File: src/verilog/mem_pkg.sv
package mem_pkg;

	localparam int ADDR_WIDTH = 12; // 4 KiB of L2
	localparam int DATA_WIDTH = 32;

	typedef enum logic [1:0] {
		BYTE = 2'd0,
		HALF = 2'd1,
		WORD = 2'd2
	} datasize_e;

	// Address step of one beat
	function automatic logic [2:0] size_bytes(datasize_e size);
		case (size)
			BYTE: return 3'd1;
			HALF: return 3'd2;
			default: return 3'd4;
		endcase
	endfunction

endpackage

File: src/verilog/filter_pkg.sv
package filter_pkg;

	localparam int LEN_WIDTH = 8;
	localparam int FIFO_DEPTH = 4;

	typedef enum logic [1:0] {
		MODE_LINEAR = 2'd0,
		MODE_SLIDE = 2'd1,
		MODE_CIRC = 2'd2,
		MODE_2D = 2'd3
	} mode_e;

	typedef enum logic [1:0] {
		OP_ADD = 2'd0,
		OP_SUB = 2'd1,
		OP_MAX = 2'd2,
		OP_PASS_A = 2'd3
	} opcode_e;

	typedef enum logic {
		FETCH_IDLE = 1'b0,
		FETCH_RUN = 1'b1
	} fetch_state_e;

endpackage

File: src/verilog/tx_fifo_mark.sv
module tx_fifo_mark (
	input logic clk_i,
	input logic resetn_i,
	input logic sof_i,
	input logic eof_i,
	input logic gnt_i,
	input logic valid_i,
	input logic [mem_pkg::DATA_WIDTH-1:0] data_i,
	input logic ready_i,
	output logic req_o,
	output logic [mem_pkg::DATA_WIDTH-1:0] data_o,
	output logic valid_o,
	output logic sof_o,
	output logic eof_o
);
	typedef logic [$clog2(filter_pkg::FIFO_DEPTH):0] cnt_t;
	typedef logic [$clog2(filter_pkg::FIFO_DEPTH)-1:0] ptr_t;

	logic [mem_pkg::DATA_WIDTH-1:0] data_q [filter_pkg::FIFO_DEPTH];
	logic sof_q [filter_pkg::FIFO_DEPTH];
	logic eof_q [filter_pkg::FIFO_DEPTH];
	ptr_t alloc_ptr_q; // marks written here at grant
	ptr_t fill_ptr_q;  // oldest slot still waiting for data
	ptr_t rd_ptr_q;
	cnt_t alloc_cnt_q; // filled plus in flight
	cnt_t fill_cnt_q;
	logic pop;

	assign req_o = alloc_cnt_q < cnt_t'(filter_pkg::FIFO_DEPTH);
	assign valid_o = fill_cnt_q != '0;
	assign pop = valid_o && ready_i;
	assign data_o = data_q[rd_ptr_q];
	assign sof_o = sof_q[rd_ptr_q];
	assign eof_o = eof_q[rd_ptr_q];

	always_ff @(posedge clk_i or negedge resetn_i) begin
		if (!resetn_i) begin
			alloc_ptr_q <= '0;
			fill_ptr_q <= '0;
			rd_ptr_q <= '0;
			alloc_cnt_q <= '0;
			fill_cnt_q <= '0;
		end else begin
			if (gnt_i)
				alloc_ptr_q <= alloc_ptr_q + 1;
			if (valid_i)
				fill_ptr_q <= fill_ptr_q + 1;
			if (pop)
				rd_ptr_q <= rd_ptr_q + 1;
			alloc_cnt_q <= alloc_cnt_q + cnt_t'(gnt_i) - cnt_t'(pop);
			fill_cnt_q <= fill_cnt_q + cnt_t'(valid_i) - cnt_t'(pop);
		end
	end

	// Replies return in order, so data lands beside its marks
	always_ff @(posedge clk_i) begin
		if (gnt_i) begin
			sof_q[alloc_ptr_q] <= sof_i;
			eof_q[alloc_ptr_q] <= eof_i;
		end
		if (valid_i)
			data_q[fill_ptr_q] <= data_i;
	end

endmodule

File: src/verilog/filter_tx_datafetch.sv
module filter_tx_datafetch (
	input logic clk_i,
	input logic resetn_i,
	input logic cmd_start_i,
	input logic [mem_pkg::ADDR_WIDTH-1:0] cfg_addr_i,
	input mem_pkg::datasize_e cfg_size_i,
	input filter_pkg::mode_e cfg_mode_i,
	input logic [filter_pkg::LEN_WIDTH-1:0] cfg_len0_i,
	input logic [filter_pkg::LEN_WIDTH-1:0] cfg_len1_i,
	input logic [filter_pkg::LEN_WIDTH-1:0] cfg_len2_i,
	input logic mem_gnt_i,
	input logic mem_rvalid_i,
	input logic [mem_pkg::DATA_WIDTH-1:0] mem_rdata_i,
	input logic stream_ready_i,
	output logic cmd_done_o,
	output logic mem_req_o,
	output logic [mem_pkg::ADDR_WIDTH-1:0] mem_addr_o,
	output mem_pkg::datasize_e mem_size_o,
	output logic stream_valid_o,
	output logic [mem_pkg::DATA_WIDTH-1:0] stream_data_o,
	output logic stream_sof_o,
	output logic stream_eof_o
);
	filter_pkg::fetch_state_e state_q;
	filter_pkg::mode_e mode_q;
	mem_pkg::datasize_e size_q;
	logic [filter_pkg::LEN_WIDTH-1:0] len0_q;
	logic [filter_pkg::LEN_WIDTH-1:0] len1_q;
	logic [filter_pkg::LEN_WIDTH-1:0] len2_q;
	logic [filter_pkg::LEN_WIDTH-1:0] word_cnt_q;
	logic [filter_pkg::LEN_WIDTH-1:0] row_cnt_q;
	logic [mem_pkg::ADDR_WIDTH-1:0] row_start_q;
	logic [mem_pkg::ADDR_WIDTH-1:0] ptr_q;
	logic [mem_pkg::ADDR_WIDTH-1:0] inc;
	logic [mem_pkg::ADDR_WIDTH-1:0] next_start;
	logic fifo_req;
	logic start;
	logic beat;
	logic last_word;
	logic last_row;
	logic row_frame;
	logic beat_sof;
	logic beat_eof;

	assign start = (state_q == filter_pkg::FETCH_IDLE) && cmd_start_i;
	assign mem_req_o = fifo_req && (state_q == filter_pkg::FETCH_RUN);
	assign mem_addr_o = ptr_q;
	assign mem_size_o = size_q;
	assign beat = mem_req_o && mem_gnt_i;

	assign inc = {{(mem_pkg::ADDR_WIDTH - 3){1'b0}}, mem_pkg::size_bytes(size_q)};
	assign row_frame = (mode_q == filter_pkg::MODE_SLIDE) || (mode_q == filter_pkg::MODE_CIRC);
	assign last_word = word_cnt_q == len0_q;
	assign last_row = (mode_q == filter_pkg::MODE_LINEAR) || (row_cnt_q == len1_q);

	// 2D keeps all rows in one frame
	assign beat_sof = (word_cnt_q == '0) && (row_frame || (row_cnt_q == '0));
	assign beat_eof = last_word && (row_frame || last_row);
	assign cmd_done_o = beat && last_word && last_row;

	always_comb begin
		case (mode_q)
			filter_pkg::MODE_SLIDE: next_start = row_start_q + inc; // one element on
			filter_pkg::MODE_2D:
				next_start = row_start_q +
					{{(mem_pkg::ADDR_WIDTH - filter_pkg::LEN_WIDTH){1'b0}}, len2_q};
			default: next_start = row_start_q;
		endcase
	end

	always_ff @(posedge clk_i or negedge resetn_i) begin
		if (!resetn_i) begin
			state_q <= filter_pkg::FETCH_IDLE;
			mode_q <= filter_pkg::MODE_LINEAR;
			size_q <= mem_pkg::WORD;
			len0_q <= '0;
			len1_q <= '0;
			len2_q <= '0;
			word_cnt_q <= '0;
			row_cnt_q <= '0;
			row_start_q <= '0;
			ptr_q <= '0;
		end else if (start) begin
			state_q <= filter_pkg::FETCH_RUN;
			mode_q <= cfg_mode_i;
			size_q <= cfg_size_i;
			len0_q <= cfg_len0_i;
			len1_q <= cfg_len1_i;
			len2_q <= cfg_len2_i;
			word_cnt_q <= '0;
			row_cnt_q <= '0;
			row_start_q <= cfg_addr_i;
			ptr_q <= cfg_addr_i;
		end else if (beat) begin
			if (!last_word) begin
				word_cnt_q <= word_cnt_q + 1;
				ptr_q <= ptr_q + inc;
			end else if (!last_row) begin
				word_cnt_q <= '0;
				row_cnt_q <= row_cnt_q + 1;
				row_start_q <= next_start;
				ptr_q <= next_start;
			end else begin
				state_q <= filter_pkg::FETCH_IDLE; // final beat granted
			end
		end
	end

	tx_fifo_mark u_fifo (
		.clk_i(clk_i),
		.resetn_i(resetn_i),
		.sof_i(beat_sof),
		.eof_i(beat_eof),
		.gnt_i(beat),
		.valid_i(mem_rvalid_i),
		.data_i(mem_rdata_i),
		.ready_i(stream_ready_i),
		.req_o(fifo_req),
		.data_o(stream_data_o),
		.valid_o(stream_valid_o),
		.sof_o(stream_sof_o),
		.eof_o(stream_eof_o)
	);

endmodule

File: config.mk
export PLATFORM = sky130hd
export DESIGN_NAME = filter_tx_datafetch
export DESIGN_NICKNAME = d
export VERILOG_FILES = /design/src/verilog/mem_pkg.sv /design/src/verilog/filter_pkg.sv /design/src/verilog/tx_fifo_mark.sv /design/src/verilog/filter_tx_datafetch.sv
export SDC_FILE = /design/constraint.sdc
export NUM_CORES = 1
export LEC_CHECK = 0
export BUFFER_PORTS_ARGS = -buffer_cell sky130_fd_sc_hd__buf_4
export CAP_MARGIN = 0
export CORE_MARGIN = 5
export CORE_UTILIZATION = 55
export CTS_CLUSTER_SIZE = 40
export DETAILED_ROUTE_END_ITERATION = 16
export HOLD_SLACK_MARGIN = 0.08
export PLACE_DENSITY_LB_ADDON = 0.1
export SYNTH_ARGS = -nofsm -noshare
export SYNTH_HDL_FRONTEND = slang
export SYNTH_HIERARCHICAL = 1
export SYNTH_SLANG_ARGS = --single-unit
export TNS_END_PERCENT = 50
File: constraint.sdc
create_clock -name clk_i -period 3.8 [get_ports clk_i]
set_input_delay 0 -clock clk_i [delete_from_list [all_inputs] [get_ports clk_i]]
set_output_delay 0 -clock clk_i [all_outputs]
set_load 0.02 [all_outputs]
# Word-level counts from Yosys, hierarchy flattened
# Memory sizes are Yosys's and may differ from the RTL's.
# Index checks and enable logic that the tools add are counted.
totals:
  word_cells: 88
  register_bits: 81
  ram_bits: 136
  in_bits: 78
  out_inout_bits: 51
  memories: 3
classes:
  eq_ne: 8
  addsub: 12
  magnitude_cmp: 1
  muxes: 25
  bitwise: 1
  n_reduce_logical: 23
memory_table:
  columns: ["name", "depth", "word_bits", "read_ports", "rd_ports_with_merged_regs", "wr", "line", "source"]
  rows:
  - ["u_fifo.data_q", 4, 32, 1, 0, 1, "tx_fifo_mark.sv:19", "logic [mem_pkg::DATA_WIDTH-1:0] data_q [filter_pkg::FIFO_DEPTH];"]
  - ["u_fifo.eof_q", 4, 1, 1, 0, 1, "tx_fifo_mark.sv:21", "logic eof_q [filter_pkg::FIFO_DEPTH];"]
  - ["u_fifo.sof_q", 4, 1, 1, 0, 1, "tx_fifo_mark.sv:20", "logic sof_q [filter_pkg::FIFO_DEPTH];"]
ops:
  columns: ["op", "count"]
  rows:
  - ["$mux W12", 7]
  - ["$mux W8", 8]
  - ["$add A12 B3 Y12", 2]
  - ["$pmux W12 S2", 1]
  - ["$add A8 B1 Y8 const B", 2]
  - ["$eq A8 B8 Y1", 2]
  - ["$logic_not A8 Y1", 2]
  - ["$add A12 B8 Y12", 1]
  - ["$logic_and A1 B1 Y1", 8]
  - ["$mux W1", 8]
  - ["$add A2 B1 Y2 const B", 3]
  - ["$add A3 B1 Y3", 2]
  - ["$pmux W3 S2", 1]
  - ["$reduce_and A3 Y1", 2]
  - ["$reduce_bool A2 Y1", 3]
  - ["$sub A3 B1 Y3", 2]
  - ["$eq A2 B1 Y1 const B", 2]
  - ["$eq A2 B2 Y1 const B", 2]
  - ["$logic_not A2 Y1", 2]
  - ["$logic_or A1 B1 Y1", 4]
  - ["$lt A3 B3 Y1 const B", 1]
  - ["$ne A3 B3 Y1 const B", 1]
  - ["$reduce_bool A3 Y1", 1]
  - ["$ne A2 B2 Y1 const B", 1]
  - ["other kinds (2)", 2]

# Longest topological paths before layout
logic_depth:
  depth_word: 8
  ltp_mapped: 10
  mapped_depth_nobuf: 10

# By module
# Netlist, hierarchy kept.
modules_own_cells:
  columns: ["mod", "seq_area_each_um2", "area_each_um2", "instances", "cells_per_inst"]
  rows:
  - ["tx_fifo_mark", 4384.2, 5664.2, 1, 240]
  - ["filter_tx_datafetch", 1727.9, 4376.7, 1, 516]

# Least setup slack after synthesis
# OpenSTA, ideal clock, no wires.
synth_path:
  path_kind: "register -> register"
  from: "reg size_q[1], in the netlist mem_size_o[1]"
  to: "reg ptr_q, in the netlist mem_addr_o[7]"
  t_arrival_ns: 2.839
  stages_incl_launch_ff: 10
  period_less_slack_ns: 2.920
  t_required_ns: 3.718
  setup_time_ns: 0.082
  n_path_buf: 0
  slack_ns: 0.880
  path_cell_list: "dfstp_2 -> nor2b_1 -> mux2_2 -> ha_1 -> a211oi_1 -> o21a_1 -> o21ai_0 -> and3_2 -> or4b_2 -> a31oi_1"
synth_via:
  elab_chain_cells: 8
  word_cells_on_any_way: 10
  classes_between: "2 x add/sub; 1 x eq/ne; 6 x mux; 1 x reduce/logical"
synth_lines:
  columns: ["item", "line", "source"]
  rows:
  - ["start: declaration", "filter_tx_datafetch.sv:26", "mem_pkg::datasize_e size_q;"]
  - ["start signal: assignment", "filter_tx_datafetch.sv:75", "size_q <= mem_pkg::WORD;"]
  - ["start signal: assignment", "filter_tx_datafetch.sv:86", "size_q <= cfg_size_i;"]
  - ["$eq A2 B1 Y1 or $logic_not A2 Y1 (tied branches)", "mem_pkg.sv:14", "case (size)"]
  - ["$pmux W3 S2 (*)", "mem_pkg.sv:14", null]
  - ["$add A12 B3 Y12", "filter_tx_datafetch.sv:63", "filter_pkg::MODE_SLIDE: next_start = row_start_q + inc;"]
  - ["$pmux W12 S2", "filter_tx_datafetch.sv:62", "case (mode_q)"]
  - ["$mux W12", "filter_tx_datafetch.sv:98", "end else if (!last_row) begin"]
  - ["$mux W12 (*)", "filter_tx_datafetch.sv:95", "if (!last_word) begin"]
  - ["$mux W12 (*)", "filter_tx_datafetch.sv:94", "end else if (beat) begin"]
  - ["$mux W12 (*)", "filter_tx_datafetch.sv:83", "end else if (start) begin"]
  - ["end signal: assignment", "filter_tx_datafetch.sv:93", "ptr_q <= cfg_addr_i;"]
  - ["end signal: assignment", "filter_tx_datafetch.sv:97", "ptr_q <= ptr_q + inc;"]
  - ["end signal: assignment", "filter_tx_datafetch.sv:102", "ptr_q <= next_start;"]
  - ["end: declaration", "filter_tx_datafetch.sv:33", "logic [mem_pkg::ADDR_WIDTH-1:0] ptr_q;"]
# Mark *: on every way between the ends. The rest lies on a longest branch, timed or not. The select of a mux whose other input is x is not followed.
# A chain may end at the register's enable or synchronous reset.

# Worst setup path in the final report
layout_path:
  from: "reg mode_q[0]"
  to: "reg row_start_q[5] (netlist bit)"
layout_via:
  elab_chain_cells: 6
  word_cells_on_any_way: 11
  classes_between: "3 x eq/ne; 5 x mux; 3 x reduce/logical"
layout_lines:
  columns: ["item", "line", "source"]
  rows:
  - ["start: declaration", "filter_tx_datafetch.sv:25", "filter_pkg::mode_e mode_q;"]
  - ["start signal: assignment", "filter_tx_datafetch.sv:74", "mode_q <= filter_pkg::MODE_LINEAR;"]
  - ["start signal: assignment", "filter_tx_datafetch.sv:85", "mode_q <= cfg_mode_i;"]
  - ["$eq A2 B2 Y1 or $eq A2 B1 Y1 (tied branches)", "filter_tx_datafetch.sv:62", null]
  - ["$pmux W12 S2", "filter_tx_datafetch.sv:62", null]
  - ["$mux W12", "filter_tx_datafetch.sv:98", null]
  - ["$mux W12", "filter_tx_datafetch.sv:95", null]
  - ["$mux W12", "filter_tx_datafetch.sv:94", null]
  - ["$mux W12", "filter_tx_datafetch.sv:83", null]
  - ["end signal: assignment", "filter_tx_datafetch.sv:92", "row_start_q <= cfg_addr_i;"]
  - ["end signal: assignment", "filter_tx_datafetch.sv:101", "row_start_q <= next_start;"]
  - ["end: declaration", "filter_tx_datafetch.sv:32", "logic [mem_pkg::ADDR_WIDTH-1:0] row_start_q;"]
# Parallel ways exist; a longest one is shown, timed or not. The select of a mux whose other input is x is not followed.

==> summary.txt <==
Power
  • Cell Pwr Density: about 800 mW/mm^2
  • Max VDD drop: just under 0.6 mV
  • Leak: about 5.2 nW
  • Overall power: 10.1 mW

Clock tree
  • Max Root-Sink Buffers: 3
  • Clock Sinks: approximately 220
  • CTS tree: done
  • Clk_lat worst skew: 0.51 ns
  • Post-CTS Setup Inserts: 0
  • CTS clk-pin slew, worst paths: roughly 0.060 ns
  • Resized cells post-CTS: 0
  • Clock root buffer: clkbuf_16
  • Cts bufs inserted: 23
  • H-tree depth: 1

Setup path
  • Worst r2r dst: row_start_q[5]
  • WP data required: about 4.2 ns
  • FF-to-FF Start: mode_q[0]
  • Critical Path End: row_start_q[5]
  • Worst setup startpoint: mode_q[0]
  • CP Capture Type: register
  • Critical setup path kind: register to register
  • Worst reg2reg setup slack: 0.60 ns
  • Arrival @ worst endpoint: 3.58 ns
  • R2R depth: 10
  • Worst setup SP type: register
  • CP Max Fanout: 4

STA
  • Max Clock Freq: ~310 MHz
  • Setup TNS: 0 ns
  • # setup viols final: 0
  • Fin crit share: between 80% and 90%
  • Hold Fails Final Rpt: 0
  • Worst Skew: about 0.025 ns
  • Max-slew headroom: 6.41%
  • Min Tclk post-route: between 3 and 4 ns
  • Fin. max-slew vios: 0
  • RSZ-0062 raised after global routing: false
  • Worst Max-Slew Pin Slew: approximately 1.4 ns

Die
  • Starting density of the core: 55.9%
  • DIE AREA: between 0.02 and 0.025 mm^2
  • CORE AREA: between 0.015 and 0.02 mm^2
  • I/O pins: 129
  • Row Count: ~50
  • Die H: ~150 um
  • Die X-Extent: about 150 um

Place
  • Placed insts: between 1000 and 1500
  • GPL Wtd Cong: a little over 0.9
  • Port buffer count: approximately 130
  • Post-DP HPWL: roughly 16 mm

Finish
  • Core Util, Final: a little under three quarters
  • Finished Layout Cells: between 1000 and 1500
  • Share of cells above drive strength 1: 22.2%
  • ANT cells: 0
  • Area Overhead vs Synth: 28.0%
  • Fin nets: ~1100

Yosys
  • Area contributors post-synth: edfxtp_1, dfrtp_1, mux4_2
  • Ys Warns: 6
  • Area leader, netlist: edfxtp_1
  • Flops & latches, synth: 217
  • Top-area cell type share of the netlist area: approximately two fifths
  • Syn nets: between 800 and 900
  • Synth unique cells: 64
  • Main synth FF type: edfxtp_1
  • Sequential area share after synthesis: a little over 60%
  • Post-synth ARST share: 37.3%
  • Post-synth EDFFs: between 100 and 150
  • Synth Cell Area: 0.0100 mm^2
  • Avg Inst Size Synth: around 13 um^2
  • Mapped Cells: 756

Hold path
  • HP Start: cmd_start_i
  • Hold WC Path Type: primary input to register

Flow run
  • Max Cap Viol: 0

Route
  • Drc violations: 0
  • Antenna-violating nets left: 0
  • Vias/cell: around 5.7
  • WL/cell: approximately 20 um
  • Via Count: 6954
  • 1st-pass router iterations: 4
  • Initial DRC count: about 410
  • Total wire length: 23.7 mm

GRT
  • Initial antenna violation count: 0
  • GRT Overall Usage: 22.2%
  • Vias in the first global route: between 7000 and 8000
  • Largest net degree at the start of global routing: between 50 and 60
  • Global route total overflow: 0
  • First-pass GRT wire length: 38.4 mm

Outcome
  • Status: finished, final reports clean
[cells in the final DEF (no fill, tap or decap), drive strengths merged, types with 4 or more instances in the layout]
master       synthesis  routed
inv                 27      28
o21ai               31      31
buf                 18     138
nand4                5       5
bufinv               0       5
nor2                33      33
xnor2               25      25
and3                 4       4
dlygate4sd3          0      87
ha                  31      31
nand3               17      17
clkbuf              15      29
edfxtp             136     136
and2                15      15
mux2                 7       7
mux4                34      34
or3                  6       6
nor2b                5       5
nand2              123     123
nor3                15      15
xor2                17      17
fa                   4       4
a21o                 8       8
a211oi               6       6
nor4                 7       7
clkinv               0       7
mux2i                9       9
o211ai               6       6
a31oi                4       4
dfrtp               80      80
a21oi               24      24
o311ai               4       4
[state kept, by name, indices dropped and copies added (netlist names), 3 cells and up]
name and flops:
len0_q 8, len1_q 8, row_start_q 12, u_fifo/data_q 128, len2_q 8, mem_addr_o 12
row_cnt_q 8, u_fifo/fill_cnt_q 3, u_fifo/sof_q 4, u_fifo/alloc_cnt_q 3, word_cnt_q 8, u_fifo/eof_q 4
[how the worst min path moves through the flow]
| stage | to | cells after the start |
|---|---|---|
| final | state_q | 4 |
| after global routing | state_q | 4 |
| after CTS | mem_addr_o[0] | 4 |
| after detailed placement | len2_q[0] | 1 |
| after global placement | len2_q[2] | 1 |
| after floorplan | len0_q[0] | 0 |
[cell type report]
type | instances | area (um^2)
Multi-Input combinational cell | 479 | 3630
Inverter | 27 | 101
Clock inverter | 13 | 188
Clock buffer | 29 | 618
Sequential cell | 217 | 6110
Tap cell | 229 | 287
Fill cell | 1196 | 5110
Timing Repair Buffer | 225 | 1910
[Yosys cell counts, types with 4 or more instances]
master	number
buf_2	5
nor4_1	7
mux4_2	28
o21ai_0	29
edfxtp_1	136
nand3_1	16
fa_1	4
nor2_1	33
ha_1	31
dfrtp_1	80
and2_1	15
xor2_1	17
o311ai_0	4
a211oi_1	6
buf_1	6
xnor2_1	25
inv_1	27
mux2_2	7
nor2b_1	5
nor3_1	15
nand4_1	5
mux4_1	6
nand2_1	123
a21o_1	8
o211ai_1	6
clkbuf_1	15
a21oi_1	24
a31oi_1	4
or3_1	5
mux2i_1	9
[stage by stage]
stage | cell area [um^2] | setup WS (ns) | hold WS (ns)
5_1_grt | 12800 | 0.415 | 0.124
2_1_floorplan | 10000 | 0.880 | -0.296
3_5_place_dp | 11200 | 0.653 | 0.0481
4_1_cts | 12800 | 0.637 | 0.0878
3_3_place_gp | 11200 | 0.723 | 0.0476
6_report | 12800 | 0.604 | 0.0928
[logic make-up (layout without fill, tap and decap cells)]
kind of cell	count (synthesis)	count (layout)	share of synthesized area (%)
flip-flops	217	217	60.9
AND/OR/NAND/NOR	244	244	11.3
buffers and inverters	60	294	3.05
XOR/XNOR	42	42	3.66
AO/OA/AOI/OAI	108	108	6.95
multiplexers	50	50	9.53
adder cells (fa/ha/maj)	35	35	4.66
[critical path, cell delays in order (launching register included)]
cell           delay (ns)
dfrtp_1              0.39
ha_1                 0.23
mux2_2               0.38
ha_1                 0.30
a211oi_1             0.38
o21bai_1             0.17
a211oi_1             0.33
nor2_1               0.07
mux2i_1              0.13
o21ai_0              0.09
dlygate4sd3_1        0.61
[power breakdown]
| part | leakage (nW) | internal [mW] | switching, mW |
|---|---|---|---|
| Combinational | 2.62 | 1.79 | 2.22 |
| Sequential | 2.24 | 3.22 | 0.504 |
| Clock | 0.393 | 1.49 | 0.878 |
| Total | 5.25 | 6.49 | 3.60 |
[metal layers]
metal / share of wire, % / global-route usage, % / vias up
li1: - / - / 3221
met5: 0 / 0 / -
met3: 5.4 / 3.49 / 44
met4: 2.2 / 5.13 / 0
met1: 40 / 28.2 / 3470
met2: 52 / 40.1 / 219
[what timing repair did]
| item | 4_1_cts | 5_1_grt |
|---|---|---|
| hold buffers | 87 | 0 |
| hold endpoints to repair | 229 | 0 |
| endpoints found under the setup margin | 0 | 0 |
(Power assumes the default switching activity.)
