[src/verilog/mem_pkg.sv]
package mem_pkg;

	localparam int ADDR_WIDTH = 12; // 4 KiB of L2
	localparam int DATA_WIDTH = 32;

	typedef enum logic [1:0] {
		BYTE = 2'd0,
		HALF = 2'd1,
		WORD = 2'd2
	} datasize_e;

	// Address step of one beat
	function automatic logic [2:0] size_bytes(datasize_e size);
		case (size)
			BYTE: return 3'd1;
			HALF: return 3'd2;
			default: return 3'd4;
		endcase
	endfunction

endpackage

[src/verilog/filter_pkg.sv]
package filter_pkg;

	localparam int LEN_WIDTH = 8;
	localparam int FIFO_DEPTH = 4;

	typedef enum logic [1:0] {
		MODE_LINEAR = 2'd0,
		MODE_SLIDE = 2'd1,
		MODE_CIRC = 2'd2,
		MODE_2D = 2'd3
	} mode_e;

	typedef enum logic [1:0] {
		OP_ADD = 2'd0,
		OP_SUB = 2'd1,
		OP_MAX = 2'd2,
		OP_PASS_A = 2'd3
	} opcode_e;

	typedef enum logic {
		FETCH_IDLE = 1'b0,
		FETCH_RUN = 1'b1
	} fetch_state_e;

endpackage

[src/verilog/filter_au.sv]
module filter_au (
	input logic clk_i,
	input logic resetn_i,
	input filter_pkg::opcode_e op_i,
	input logic a_valid_i,
	input logic [mem_pkg::DATA_WIDTH-1:0] a_data_i,
	input logic a_sof_i,
	input logic a_eof_i,
	input logic b_valid_i,
	input logic [mem_pkg::DATA_WIDTH-1:0] b_data_i,
	input logic out_ready_i,
	output logic a_ready_o,
	output logic b_ready_o,
	output logic out_valid_o,
	output logic [mem_pkg::DATA_WIDTH-1:0] out_data_o,
	output logic out_sof_o,
	output logic out_eof_o
);
	logic take;
	logic [mem_pkg::DATA_WIDTH-1:0] result;

	// Pair only when both sides present and the output slot frees
	assign take = a_valid_i && b_valid_i && (!out_valid_o || out_ready_i);
	assign a_ready_o = take;
	assign b_ready_o = take;

	always_comb begin
		case (op_i)
			filter_pkg::OP_ADD: result = a_data_i + b_data_i;
			filter_pkg::OP_SUB: result = a_data_i - b_data_i;
			filter_pkg::OP_MAX: result = (a_data_i > b_data_i) ? a_data_i : b_data_i; // unsigned
			default: result = a_data_i;
		endcase
	end

	always_ff @(posedge clk_i or negedge resetn_i) begin
		if (!resetn_i)
			out_valid_o <= 1'b0;
		else if (take)
			out_valid_o <= 1'b1;
		else if (out_ready_i)
			out_valid_o <= 1'b0;
	end

	always_ff @(posedge clk_i) begin
		if (take) begin
			out_data_o <= result;
			out_sof_o <= a_sof_i; // frame follows operand A
			out_eof_o <= a_eof_i;
		end
	end

endmodule

[config.mk]
export PLATFORM = sky130hd
export DESIGN_NAME = filter_au
export DESIGN_NICKNAME = d
export VERILOG_FILES = /design/src/verilog/mem_pkg.sv /design/src/verilog/filter_pkg.sv /design/src/verilog/filter_au.sv
export SDC_FILE = /design/constraint.sdc
export NUM_CORES = 1
export LEC_CHECK = 0
export ABC_CLOCK_PERIOD_IN_PS = 7600
export BUFFER_PORTS_ARGS = -buffer_cell sky130_fd_sc_hd__buf_2
export CORE_MARGIN = 4
export CORE_UTILIZATION = 45
export DETAILED_ROUTE_END_ITERATION = 6
export PLACE_DENSITY_LB_ADDON = 0.25
export SKIP_CTS_REPAIR_TIMING = 1
export SLEW_MARGIN = 40
export SYNTH_ARGS = -nofsm -noshare
export SYNTH_HDL_FRONTEND = slang
export SYNTH_SLANG_ARGS = --single-unit
[constraint.sdc]
create_clock -name clk_i -period 7.6 [get_ports clk_i]
set_input_delay 1.52 -clock clk_i [delete_from_list [all_inputs] [get_ports clk_i]]
set_output_delay 1.52 -clock clk_i [all_outputs]
set_load 0.01 [all_outputs]
After elaboration in Yosys (flattened, before gate mapping)
Cells that the tools add are included.
{ "totals": {"output_inout_bits": 37, "register_bits": 35, "word_cells": 19, "in_bits": 73} }
{ "op_classes": {"n_eq_ne": 2, "n_lt_le_gt_ge": 1, "mux": 4, "reduce_logical": 6, "add_sub_neg": 2} }
{ "ops": {"columns": ["operator", "n"], "rows": [
  ["32-bit case mux with 3 select lines", 1],
  ["32-bit adder", 1],
  ["32-bit > comparator", 1],
  ["32-bit two-way mux", 1],
  ["32-bit subtractor", 1],
  ["2-bit by 1-bit equality test with 1-bit output (second input constant)", 1],
  ["2-bit equality test (second input constant)", 1],
  ["1-bit logical AND", 2],
  ["2-bit logical NOT", 1],
  ["1-bit two-way mux", 2],
  ["2-bit nonzero test", 1],
  ["1-bit logical NOT", 1],
  ["1-bit logical OR", 1]
]} }

Logic depth before layout (Yosys ltp)
Gate-level depths: netlist of the first run.
{ "logic_depth": {"ltp_word": 4, "ltp_mapped": 15, "depth_no_buf": 12} }

Least setup slack after synthesis of the first run
OpenSTA, ideal clock, no wires.
{ "synth_path": {"kind": "input -> output", "startpoint": "input port a_valid_i", "endpoint": "output port b_ready_o", "path_stages": 3, "required_time_ps": 6080, "t_arrival_ps": 3781, "path_slack_ps": 2299, "path_buffers": 1, "path_cell_list": "nand2_1 -> a21oi_1 -> buf_4"} }
{ "synth_via": {"elab_chain_cells": 2} }
{ "synth_lines": {"columns": ["item", "line_no", "text"], "rows": [
  ["start, declared", "filter_au.sv:5", "input logic a_valid_i,"],
  ["1-bit logical AND (2 in series)", "filter_au.sv:23", "assign take = a_valid_i && b_valid_i && (!out_valid_o || out_ready_i);"],
  ["end, declared", "filter_au.sv:13", "output logic b_ready_o,"]
]} }
No other way between the ends.

Final worst setup path of the first run
{ "layout_path": {"startpoint": "input port b_data_i[21] in the netlist's numbering", "endpoint": "register out_data_o[29] in the netlist's numbering (data pin)"} }
{ "layout_via": {"elab_chain_cells": 3, "elab_cells_between_ends": 5, "classes_between": "add/sub: 2; order compare: 1; mux: 2"} }
{ "layout_lines": {"columns": ["item", "line_no", "text"], "rows": [
  ["start, declared", "filter_au.sv:10", "input logic [mem_pkg::DATA_WIDTH-1:0] b_data_i,"],
  ["32-bit > comparator", "filter_au.sv:31", "filter_pkg::OP_MAX: result = (a_data_i > b_data_i) ? a_data_i : b_data_i;"],
  ["32-bit two-way mux", "filter_au.sv:31", null],
  ["32-bit case mux with 3 select lines *", "filter_au.sv:28", "case (op_i)"],
  ["named net result, one bit", "filter_au.sv:20", "logic [mem_pkg::DATA_WIDTH-1:0] result;"],
  ["end signal, assigned", "filter_au.sv:47", "out_data_o <= result;"],
  ["end, declared", "filter_au.sv:15", "output logic [mem_pkg::DATA_WIDTH-1:0] out_data_o,"]
]} }
Mark *: on every way through the listed nets, which the timed path passes. The rest lies on a longest branch.
A chain may end at the register's enable or synchronous reset.

==> results of run 1 <==
[how the worst min path moves through the flow]
stage | startpoint | cells after the start | endpoint
after floorplan | out_valid_o$_DFFE_PN0P_ | 2 | out_valid_o$_DFFE_PN0P_
after global placement | out_valid_o$_DFFE_PN0P_ | 2 | out_valid_o$_DFFE_PN0P_
after detailed placement | out_valid_o$_DFFE_PN0P_ | 2 | out_valid_o$_DFFE_PN0P_
after CTS | out_valid_o$_DFFE_PN0P_ | 2 | out_valid_o$_DFFE_PN0P_
after global routing | out_valid_o$_DFFE_PN0P_ | 2 | out_valid_o$_DFFE_PN0P_
final | out_valid_o$_DFFE_PN0P_ | 2 | out_valid_o$_DFFE_PN0P_
[metal layers]
layer	share of wire, %	vias to the layer above	GRT usage, %
met5	0	-	0
li1	-	2942	-
met1	48	2754	34.1
met2	44	245	37.5
met4	1.4	0	6.65
met3	6.8	20	3.22
[synthesized netlist by cell type (4+ instances only)]
cell type,count,share of area [%]
o221ai_1,4,0.60
inv_1,72,4.7
nand2b_1,10,1.1
mux2i_1,15,2.6
o22ai_1,7,0.76
a311oi_1,4,0.60
edfxtp_1,34,18
o31ai_1,7,0.91
a31oi_1,11,1.2
a21oi_1,94,8.1
buf_4,8,1.0
or3_1,6,0.65
o21bai_1,6,0.78
and2_1,5,0.54
o211ai_1,11,1.4
nor2_1,59,3.8
mux2_1,4,0.78
buf_2,12,1.0
nand4_1,10,1.1
a211oi_1,6,0.78
ha_1,63,14
o21ai_0,49,4.2
buf_6,4,0.78
nand2_1,41,2.7
o2111ai_1,4,0.60
xor2_1,4,0.60
clkbuf_1,21,1.4
mux2_2,6,1.2
nor3_1,18,1.6
a22oi_1,5,0.65
o21ai_1,10,0.86
a21o_1,11,1.4
a211o_1,7,1.1
o21a_1,7,0.91
xnor2_1,17,2.6
or2_2,4,0.43
nor4_1,4,0.43
nand3_1,20,1.7
and3_1,6,0.65
[kinds of logic (layout without fill, tap and decap cells)]
group / after synthesis / count (layout) / synth area share (%)
and+or+nand+nor: 201 / 201 / 17.3
AOI/OAI and AO/OA: 285 / 285 / 32.5
buffers and inverters: 125 / 201 / 9.72
muxes: 26 / 26 / 4.92
xor gates and xnor gates: 21 / 21 / 3.17
adders and majority gates: 65 / 65 / 14.3
DFF: 35 / 35 / 18.0
[metrics by stage]
stage	instance area, um^2	util (%)	setup WS [ps]	hold slack [ps]	cells
floorplan	5800	-	2300	573	758
global placement	6350	50.3	2360	583	998
detailed placement	6350	50.3	2350	623	998
CTS	6480	51.4	2650	636	1006
global route	6480	51.4	2460	659	1006
finish	6480	51.4	2620	618	1006
[power by group through the flow]
stage / Combinational [mW] / Sequential, mW / Clock [mW]
3_3_place_gp: 0.435 / 0.240 / 0
2_1_floorplan: 0.316 / 0.247 / 0
4_1_cts: 0.437 / 0.236 / 0.215
6_report: 0.442 / 0.236 / 0.211
5_1_grt: 0.490 / 0.237 / 0.226
3_5_place_dp: 0.434 / 0.240 / 0
[registers in the layout, indices dropped and copies added, names as in the netlist]
register,cells
out_data_o,32
out_eof_o,1
out_sof_o,1
out_valid_o,1
[cell usage in the layout, fill, tap and decap left out, drive strengths merged, types with 10 or more instances in the layout]
cell / count
buf: 116
a21oi: 94
inv: 76
ha: 63
nor2: 60
o21ai: 60
nand2: 41
edfxtp: 34
nand3: 21
nor3: 19
xnor2: 17
mux2i: 15
o211ai: 12
a21o: 11
a31oi: 11
nand4: 10
nand2b: 10
mux2: 10
[final cells by class]
class                           count  area [um^2]
Clock buffer                        6          129
Clock inverter                      2         7.51
Fill cell                        1319         6130
Inverter                           77          292
Multi-Input combinational cell    598         4200
Sequential cell                    35         1050
Tap cell                          172          215
Timing Repair Buffer              116          598
[tightest hold or removal path: cells and delay by family (launching register included)]
family,cells,cell delay (ps)
DFF,1,420
buffers and inverters,1,60
AOI/OAI and AO/OA,1,90
==> reports/metrics.json, run 1 <==
{
  "synth.distinct_cells": {"value": 90},
  "via_count": {"value": 5961},
  "clock_transition_at_path_regs": {"value": 60, "unit": "ps"},
  "max_slew_margin": {"value": 43.8, "unit": "%"},
  "post-route-min-period": {"value": 4980, "unit": "ps"},
  "num_rows": {"value": 41},
  "die-area": {"value": 14800, "unit": "um^2"},
  "antennaDiodeCount": {"value": 0},
  "yosys_register_bits": {"value": 35},
  "fraction_of_power_consumed_by_combinational_cells": {"value": 49.7, "unit": "%"},
  "timing.critical_path.slowest_stage_cell": {"value": "or4_4"},
  "dieWidth": {"value": 121, "unit": "um"},
  "remaining_drc_errors": {"value": 0},
  "ioPinCount": {"value": 110},
  "layout.nets": {"value": 971},
  "floorplan.core_area": {"value": 12600, "unit": "um^2"},
  "critical_path.endpoint": {"value": "out_data_o[29]$_DFFE_PP_"},
  "totalNegativeSetupSlack": {"value": 0, "unit": "ps"},
  "globalRouteTotalUtil": {"value": 23.8, "unit": "%"},
  "aggregate_routed_wire_length": {"value": 17.8, "unit": "mm"},
  "max_slew.worst_pin.slew": {"value": 835, "unit": "ps"},
  "timing.final.max_slew_violations": {"value": 0},
  "number_of_enable_type_register_cells_in_the_synthesized_netlist": {"value": 34},
  "worstPathArrival": {"value": 5010, "unit": "ps"},
  "internal_power": {"value": 0.525, "unit": "mW"},
  "outcome": {"value": "finished clean"},
  "r2r.worst_path.cells": {"value": 2},
  "pwr-share-clk": {"value": 23.8, "unit": "%"},
  "number_of_antenna_violations_at_the_first_check_in_global_routing": {"value": 0},
  "timing.critical_path.max_delay_family": {"value": "simple AND/OR/NAND/NOR gates"},
  "cts-root-to-sink-buffers": {"value": 2},
  "worst_hold_path_type": {"value": "reg -> reg"},
  "clock.fmax": {"value": 0.201, "unit": "GHz"},
  "synth_area": {"value": 5800, "unit": "um^2"},
  "timing.max_cap.violations": {"value": 0},
  "crit-reg2reg-capture": {"value": "out_data_o[7]$_DFFE_PP_"},
  "flow.area_growth_from_synthesis": {"value": 11.9, "unit": "%"},
  "synthesis.yosys.warnings": {"value": 0},
  "power.leakage": {"value": 2.87, "unit": "nW"},
  "worst_setup_path_end_kind": {"value": "flop"},
  "root_buffer": {"value": "clkbuf_16"},
  "floorplan.initialDensity": {"value": 45.9, "unit": "%"},
  "dr_vias_cell": {"value": 5.93},
  "grt_first_pass_wirelength": {"value": 28.5, "unit": "mm"},
  "fp.dieH": {"value": 121, "unit": "um"},
  "worst-path-stages": {"value": 12},
  "sequentialPowerShare": {"value": 26.5, "unit": "%"},
  "rsz_0062_raised_after_global_routing": {"value": "false"},
  "maximum_number_of_pins_on_one_net_before_global_route_repair": {"value": 55},
  "cpPeakStageDelay": {"value": 570, "unit": "ps"},
  "power": {"value": 0.889, "unit": "mW"},
  "worst_ep_required_time": {"value": 7630, "unit": "ps"},
  "synth_seq_area_share": {"value": 18.0, "unit": "%"},
  "cts-buffers-inserted": {"value": 5},
  "timing.setup.critical_path_class": {"value": "in -> reg"},
  "detailed_place_hpwl": {"value": 13.4, "unit": "mm"},
  "port-buffer-count": {"value": 109},
  "period_utilization_post_route": {"value": 65.6, "unit": "%"},
  "power_switching": {"value": 0.364, "unit": "mW"},
  "detail_route.iter0.violations": {"value": 416},
  "post_route_cells_drive_above_1_share": {"value": 18.2, "unit": "%"},
  "grt_overflow_total": {"value": 0},
  "post_synth_inst_count": {"value": 758},
  "drt-pass1-iter-count": {"value": 5},
  "synthesis.area_per_instance": {"value": 7.65, "unit": "um^2"},
  "critical_path_buf_inv_count": {"value": 4},
  "worst_ir_drop_vdd": {"value": 0.0000734, "unit": "V"},
  "post_drt_wl_per_cell": {"value": 17.7, "unit": "um"},
  "cts_num_sinks": {"value": 35},
  "first_global_vias": {"value": 5573},
  "gp_congestion": {"value": 0.968},
  "report.final.setup_viol": {"value": 0},
  "reg2reg_slack": {"value": 5990, "unit": "ps"},
  "postSynth.asyncResetShare": {"value": 2.86, "unit": "%"},
  "clk-insertion-delay-late": {"value": 300, "unit": "ps"},
  "crit_chain": {"value": "buf_2, inv_1, ha_1, inv_1, nor3_4, nand3_2, or4_4, nor2b_4, a221oi_4, buf_4, mux2_1, a221o_1"},
  "timing.critical_path.from": {"value": "b_data_i[21]"},
  "hold_viol": {"value": 0},
  "regToRegStartpoint": {"value": "out_valid_o$_DFFE_PN0P_"},
  "crit_path_start_kind": {"value": "input pin"},
  "tritoncts": {"value": "built"},
  "synth_ff_type": {"value": "edfxtp_1"},
  "cp_max_fo": {"value": 17},
  "clock_skew": {"value": 10.5, "unit": "ps"},
  "syn-num-nets": {"value": 896},
  "power_density": {"value": 137, "unit": "nW/um^2"},
  "cts.htree.levels": {"value": 2},
  "crit_path_frequent_cell": {"value": "inv_1"},
  "power.share.switching": {"value": 41.0, "unit": "%"},
  "final_antenna_net_count": {"value": 0}
}
Power figures use the tool's default switching activity.
==> inputs of run 2 (changes only) <==
--- a/config.mk
+++ b/config.mk
@@ -5,7 +5,7 @@
 export SDC_FILE = /design/constraint.sdc
 export NUM_CORES = 1
 export LEC_CHECK = 0
-export ABC_CLOCK_PERIOD_IN_PS = 7600
+export ABC_CLOCK_PERIOD_IN_PS = 4100
 export BUFFER_PORTS_ARGS = -buffer_cell sky130_fd_sc_hd__buf_2
 export CORE_MARGIN = 4
 export CORE_UTILIZATION = 45
==> constraint.sdc (replaced) <==
create_clock -name clk_i -period 4.1 [get_ports clk_i]
set_input_delay 0.82 -clock clk_i [delete_from_list [all_inputs] [get_ports clk_i]]
set_output_delay 0.82 -clock clk_i [all_outputs]
set_load 0.01 [all_outputs]
==> run 2 against run 1 <==
Count of clock-buffer cells in the layout up 1. Worst setup slack worse by 2400 ps. First-iteration DRC count up 76%. Highest routed layer unchanged. Die area unchanged. Utilization up 2.3 points.
==> reports/metrics.json, run 2 (same netlist as run 1, synthesis figures left out) <==
{
  "flow.area_growth_from_synthesis": {"value": 16.9, "unit": "%"},
  "dr_vias_cell": {"value": 6.02},
  "cts.htree.levels": {"value": 2},
  "timing.final.max_slew_violations": {"value": 0},
  "gp_congestion": {"value": 0.951},
  "timing.critical_path.max_delay_family": {"value": "compound AO/OA/AOI/OAI gates"},
  "timing.critical_path.slowest_stage_cell": {"value": "or4_1"},
  "rsz_0062_raised_after_global_routing": {"value": "false"},
  "cp_max_fo": {"value": 5},
  "grt_first_pass_wirelength": {"value": 29.5, "unit": "mm"},
  "fin_worst_hold_slack": {"value": 277, "unit": "ps"},
  "groute.layer.met2.usage": {"value": 37.1, "unit": "%"},
  "period_utilization_post_route": {"value": 93.7, "unit": "%"},
  "layout.nets": {"value": 1005},
  "fp.dieH": {"value": 121, "unit": "um"},
  "port-buffer-count": {"value": 109},
  "worst_setup_path_end_kind": {"value": "flop"},
  "aggregate_routed_wire_length": {"value": 18.6, "unit": "mm"},
  "layout_commonest_cell": {"value": "buf_2"},
  "worst_ep_required_time": {"value": 4140, "unit": "ps"},
  "non_filler_instances": {"value": 1040},
  "mostFrequentLayoutCells": {"value": "buf_2 (109), a21oi_1 (93), inv_1 (72), ha_1 (63), nor2_1 (59)"},
  "use_met1": {"value": 35.9, "unit": "%"},
  "cts-root-to-sink-buffers": {"value": 2},
  "timing.max_cap.violations": {"value": 0},
  "clock_skew": {"value": 8.38, "unit": "ps"},
  "fillCellCount": {"value": 1268},
  "worstPathArrival": {"value": 3890, "unit": "ps"},
  "worst-path-stages": {"value": 13},
  "cts-buffers-inserted": {"value": 5},
  "power_density": {"value": 258, "unit": "nW/um^2"},
  "worst_hold_path_type": {"value": "in -> async"},
  "crit_chain": {"value": "buf_2, inv_1, ha_1, fa_1, nor2b_1, o31a_4, o21ai_2, a2111oi_2, o2111a_1, o21a_1, mux2i_1, a2111oi_0, or4_1"},
  "largest_register_ff_count": {"value": 32},
  "floorplan.core_area": {"value": 12600, "unit": "um^2"},
  "clock.fmax": {"value": 0.260, "unit": "GHz"},
  "detailedPlace.worstSlack": {"value": -45.5, "unit": "ps"},
  "outcome": {"value": "finished clean"},
  "grt_util_met3": {"value": 4.66, "unit": "%"},
  "clock_transition_at_path_regs": {"value": 60, "unit": "ps"},
  "multi_input_area": {"value": 4200, "unit": "um^2"},
  "detail_route.iter0.violations": {"value": 731},
  "ioPinCount": {"value": 110},
  "crit_path_start_kind": {"value": "input pin"},
  "report.final.setup_viol": {"value": 0},
  "remaining_drc_errors": {"value": 0},
  "dieWidth": {"value": 121, "unit": "um"},
  "max_slew_margin": {"value": 43.8, "unit": "%"},
  "r2r.worst_path.cells": {"value": 2},
  "totalNegativeSetupSlack": {"value": 0, "unit": "ps"},
  "grt-busiest-layer": {"value": "met2"},
  "detailed_place_hpwl": {"value": 14.2, "unit": "mm"},
  "cpPeakStageDelay": {"value": 500, "unit": "ps"},
  "clk-insertion-delay-late": {"value": 300, "unit": "ps"},
  "floorplan.initialDensity": {"value": 45.9, "unit": "%"},
  "regMostFlops": {"value": "out_data_o"},
  "root_buffer": {"value": "clkbuf_16"},
  "worst_slack": {"value": 259, "unit": "ps"},
  "max_slew.worst_pin.slew": {"value": 839, "unit": "ps"},
  "post-route-min-period": {"value": 3840, "unit": "ps"},
  "timing.setup.critical_path_class": {"value": "in -> reg"},
  "grt_overflow_total": {"value": 0},
  "seqCellArea": {"value": 1050, "unit": "um^2"},
  "worst_ir_drop_vdd": {"value": 0.000152, "unit": "V"},
  "via_count": {"value": 6257},
  "reg2reg_slack": {"value": 2440, "unit": "ps"},
  "final_antenna_net_count": {"value": 0},
  "numPlacedInstances": {"value": 1032},
  "number_of_antenna_violations_at_the_first_check_in_global_routing": {"value": 0},
  "hold_viol": {"value": 0},
  "globalRouteTotalUtil": {"value": 25.1, "unit": "%"},
  "num_rows": {"value": 41},
  "antennaDiodeCount": {"value": 0},
  "first_global_vias": {"value": 5819},
  "tritoncts": {"value": "built"},
  "critical_path_buf_inv_count": {"value": 2},
  "power.leakage": {"value": 3.05, "unit": "nW"},
  "die-area": {"value": 14800, "unit": "um^2"},
  "cts_num_sinks": {"value": 35},
  "drt-pass1-iter-count": {"value": 5},
  "post_drt_wl_per_cell": {"value": 17.9, "unit": "um"},
  "post_route_cells_drive_above_1_share": {"value": 21.8, "unit": "%"},
  "maximum_number_of_pins_on_one_net_before_global_route_repair": {"value": 54}
}
==> run 2: routing by layer <==
metal,up-vias,wire length (um),part of all wire (%)
met5,-,0,0
met2,299,7870,42
met4,0,558,3.0
li1,3011,-,-
met1,2902,8440,45
met3,45,1720,9.2
==> run 2: per-stage QoR <==
step,utilization [%],total power [mW],instance area [um^2]
final,53.7,1.75,6780
after global routing,53.7,1.87,6780
after CTS,53.7,1.75,6780
after detailed placement,52.4,1.30,6620
after global placement,52.4,1.30,6620
after floorplan,-,1.04,5800
==> run 2: layout make-up <==
cell class	instances	share of cell area (%)
inverters	77	4.30
well taps	172	3.18
flip-flops and latches	35	15.4
repair buffers	150	12.8
clock inverters	1	0.111
multi-input cells	598	61.9
clock buffers	7	2.25
==> run 2: worst paths after layout <==
path / from / endpoint
min: resetn_i / out_valid_o$_DFFE_PN0P_
max reg2reg: out_valid_o$_DFFE_PN0P_ / out_data_o[17]$_DFFE_PP_
max: a_data_i[0] / out_data_o[19]$_DFFE_PP_
min in group clk_i: out_valid_o$_DFFE_PN0P_ / out_valid_o$_DFFE_PN0P_
max in group asynchronous: resetn_i / out_valid_o$_DFFE_PN0P_
min reg2reg: out_valid_o$_DFFE_PN0P_ / out_valid_o$_DFFE_PN0P_
==> run 2: where the power goes <==
group / switching [mW] / leakage, nW / internal, mW
sequential: 0.00679 / 0.330 / 0.431
clock: 0.176 / 0.0761 / 0.259
combinational: 0.518 / 2.65 / 0.358
total: 0.701 / 3.05 / 1.05
==> run 2: worst reg2reg max path: stages, from the launching register on <==
cell and delay (ps):
dfrtp_1 420, a21oi_4 410, buf_4 460
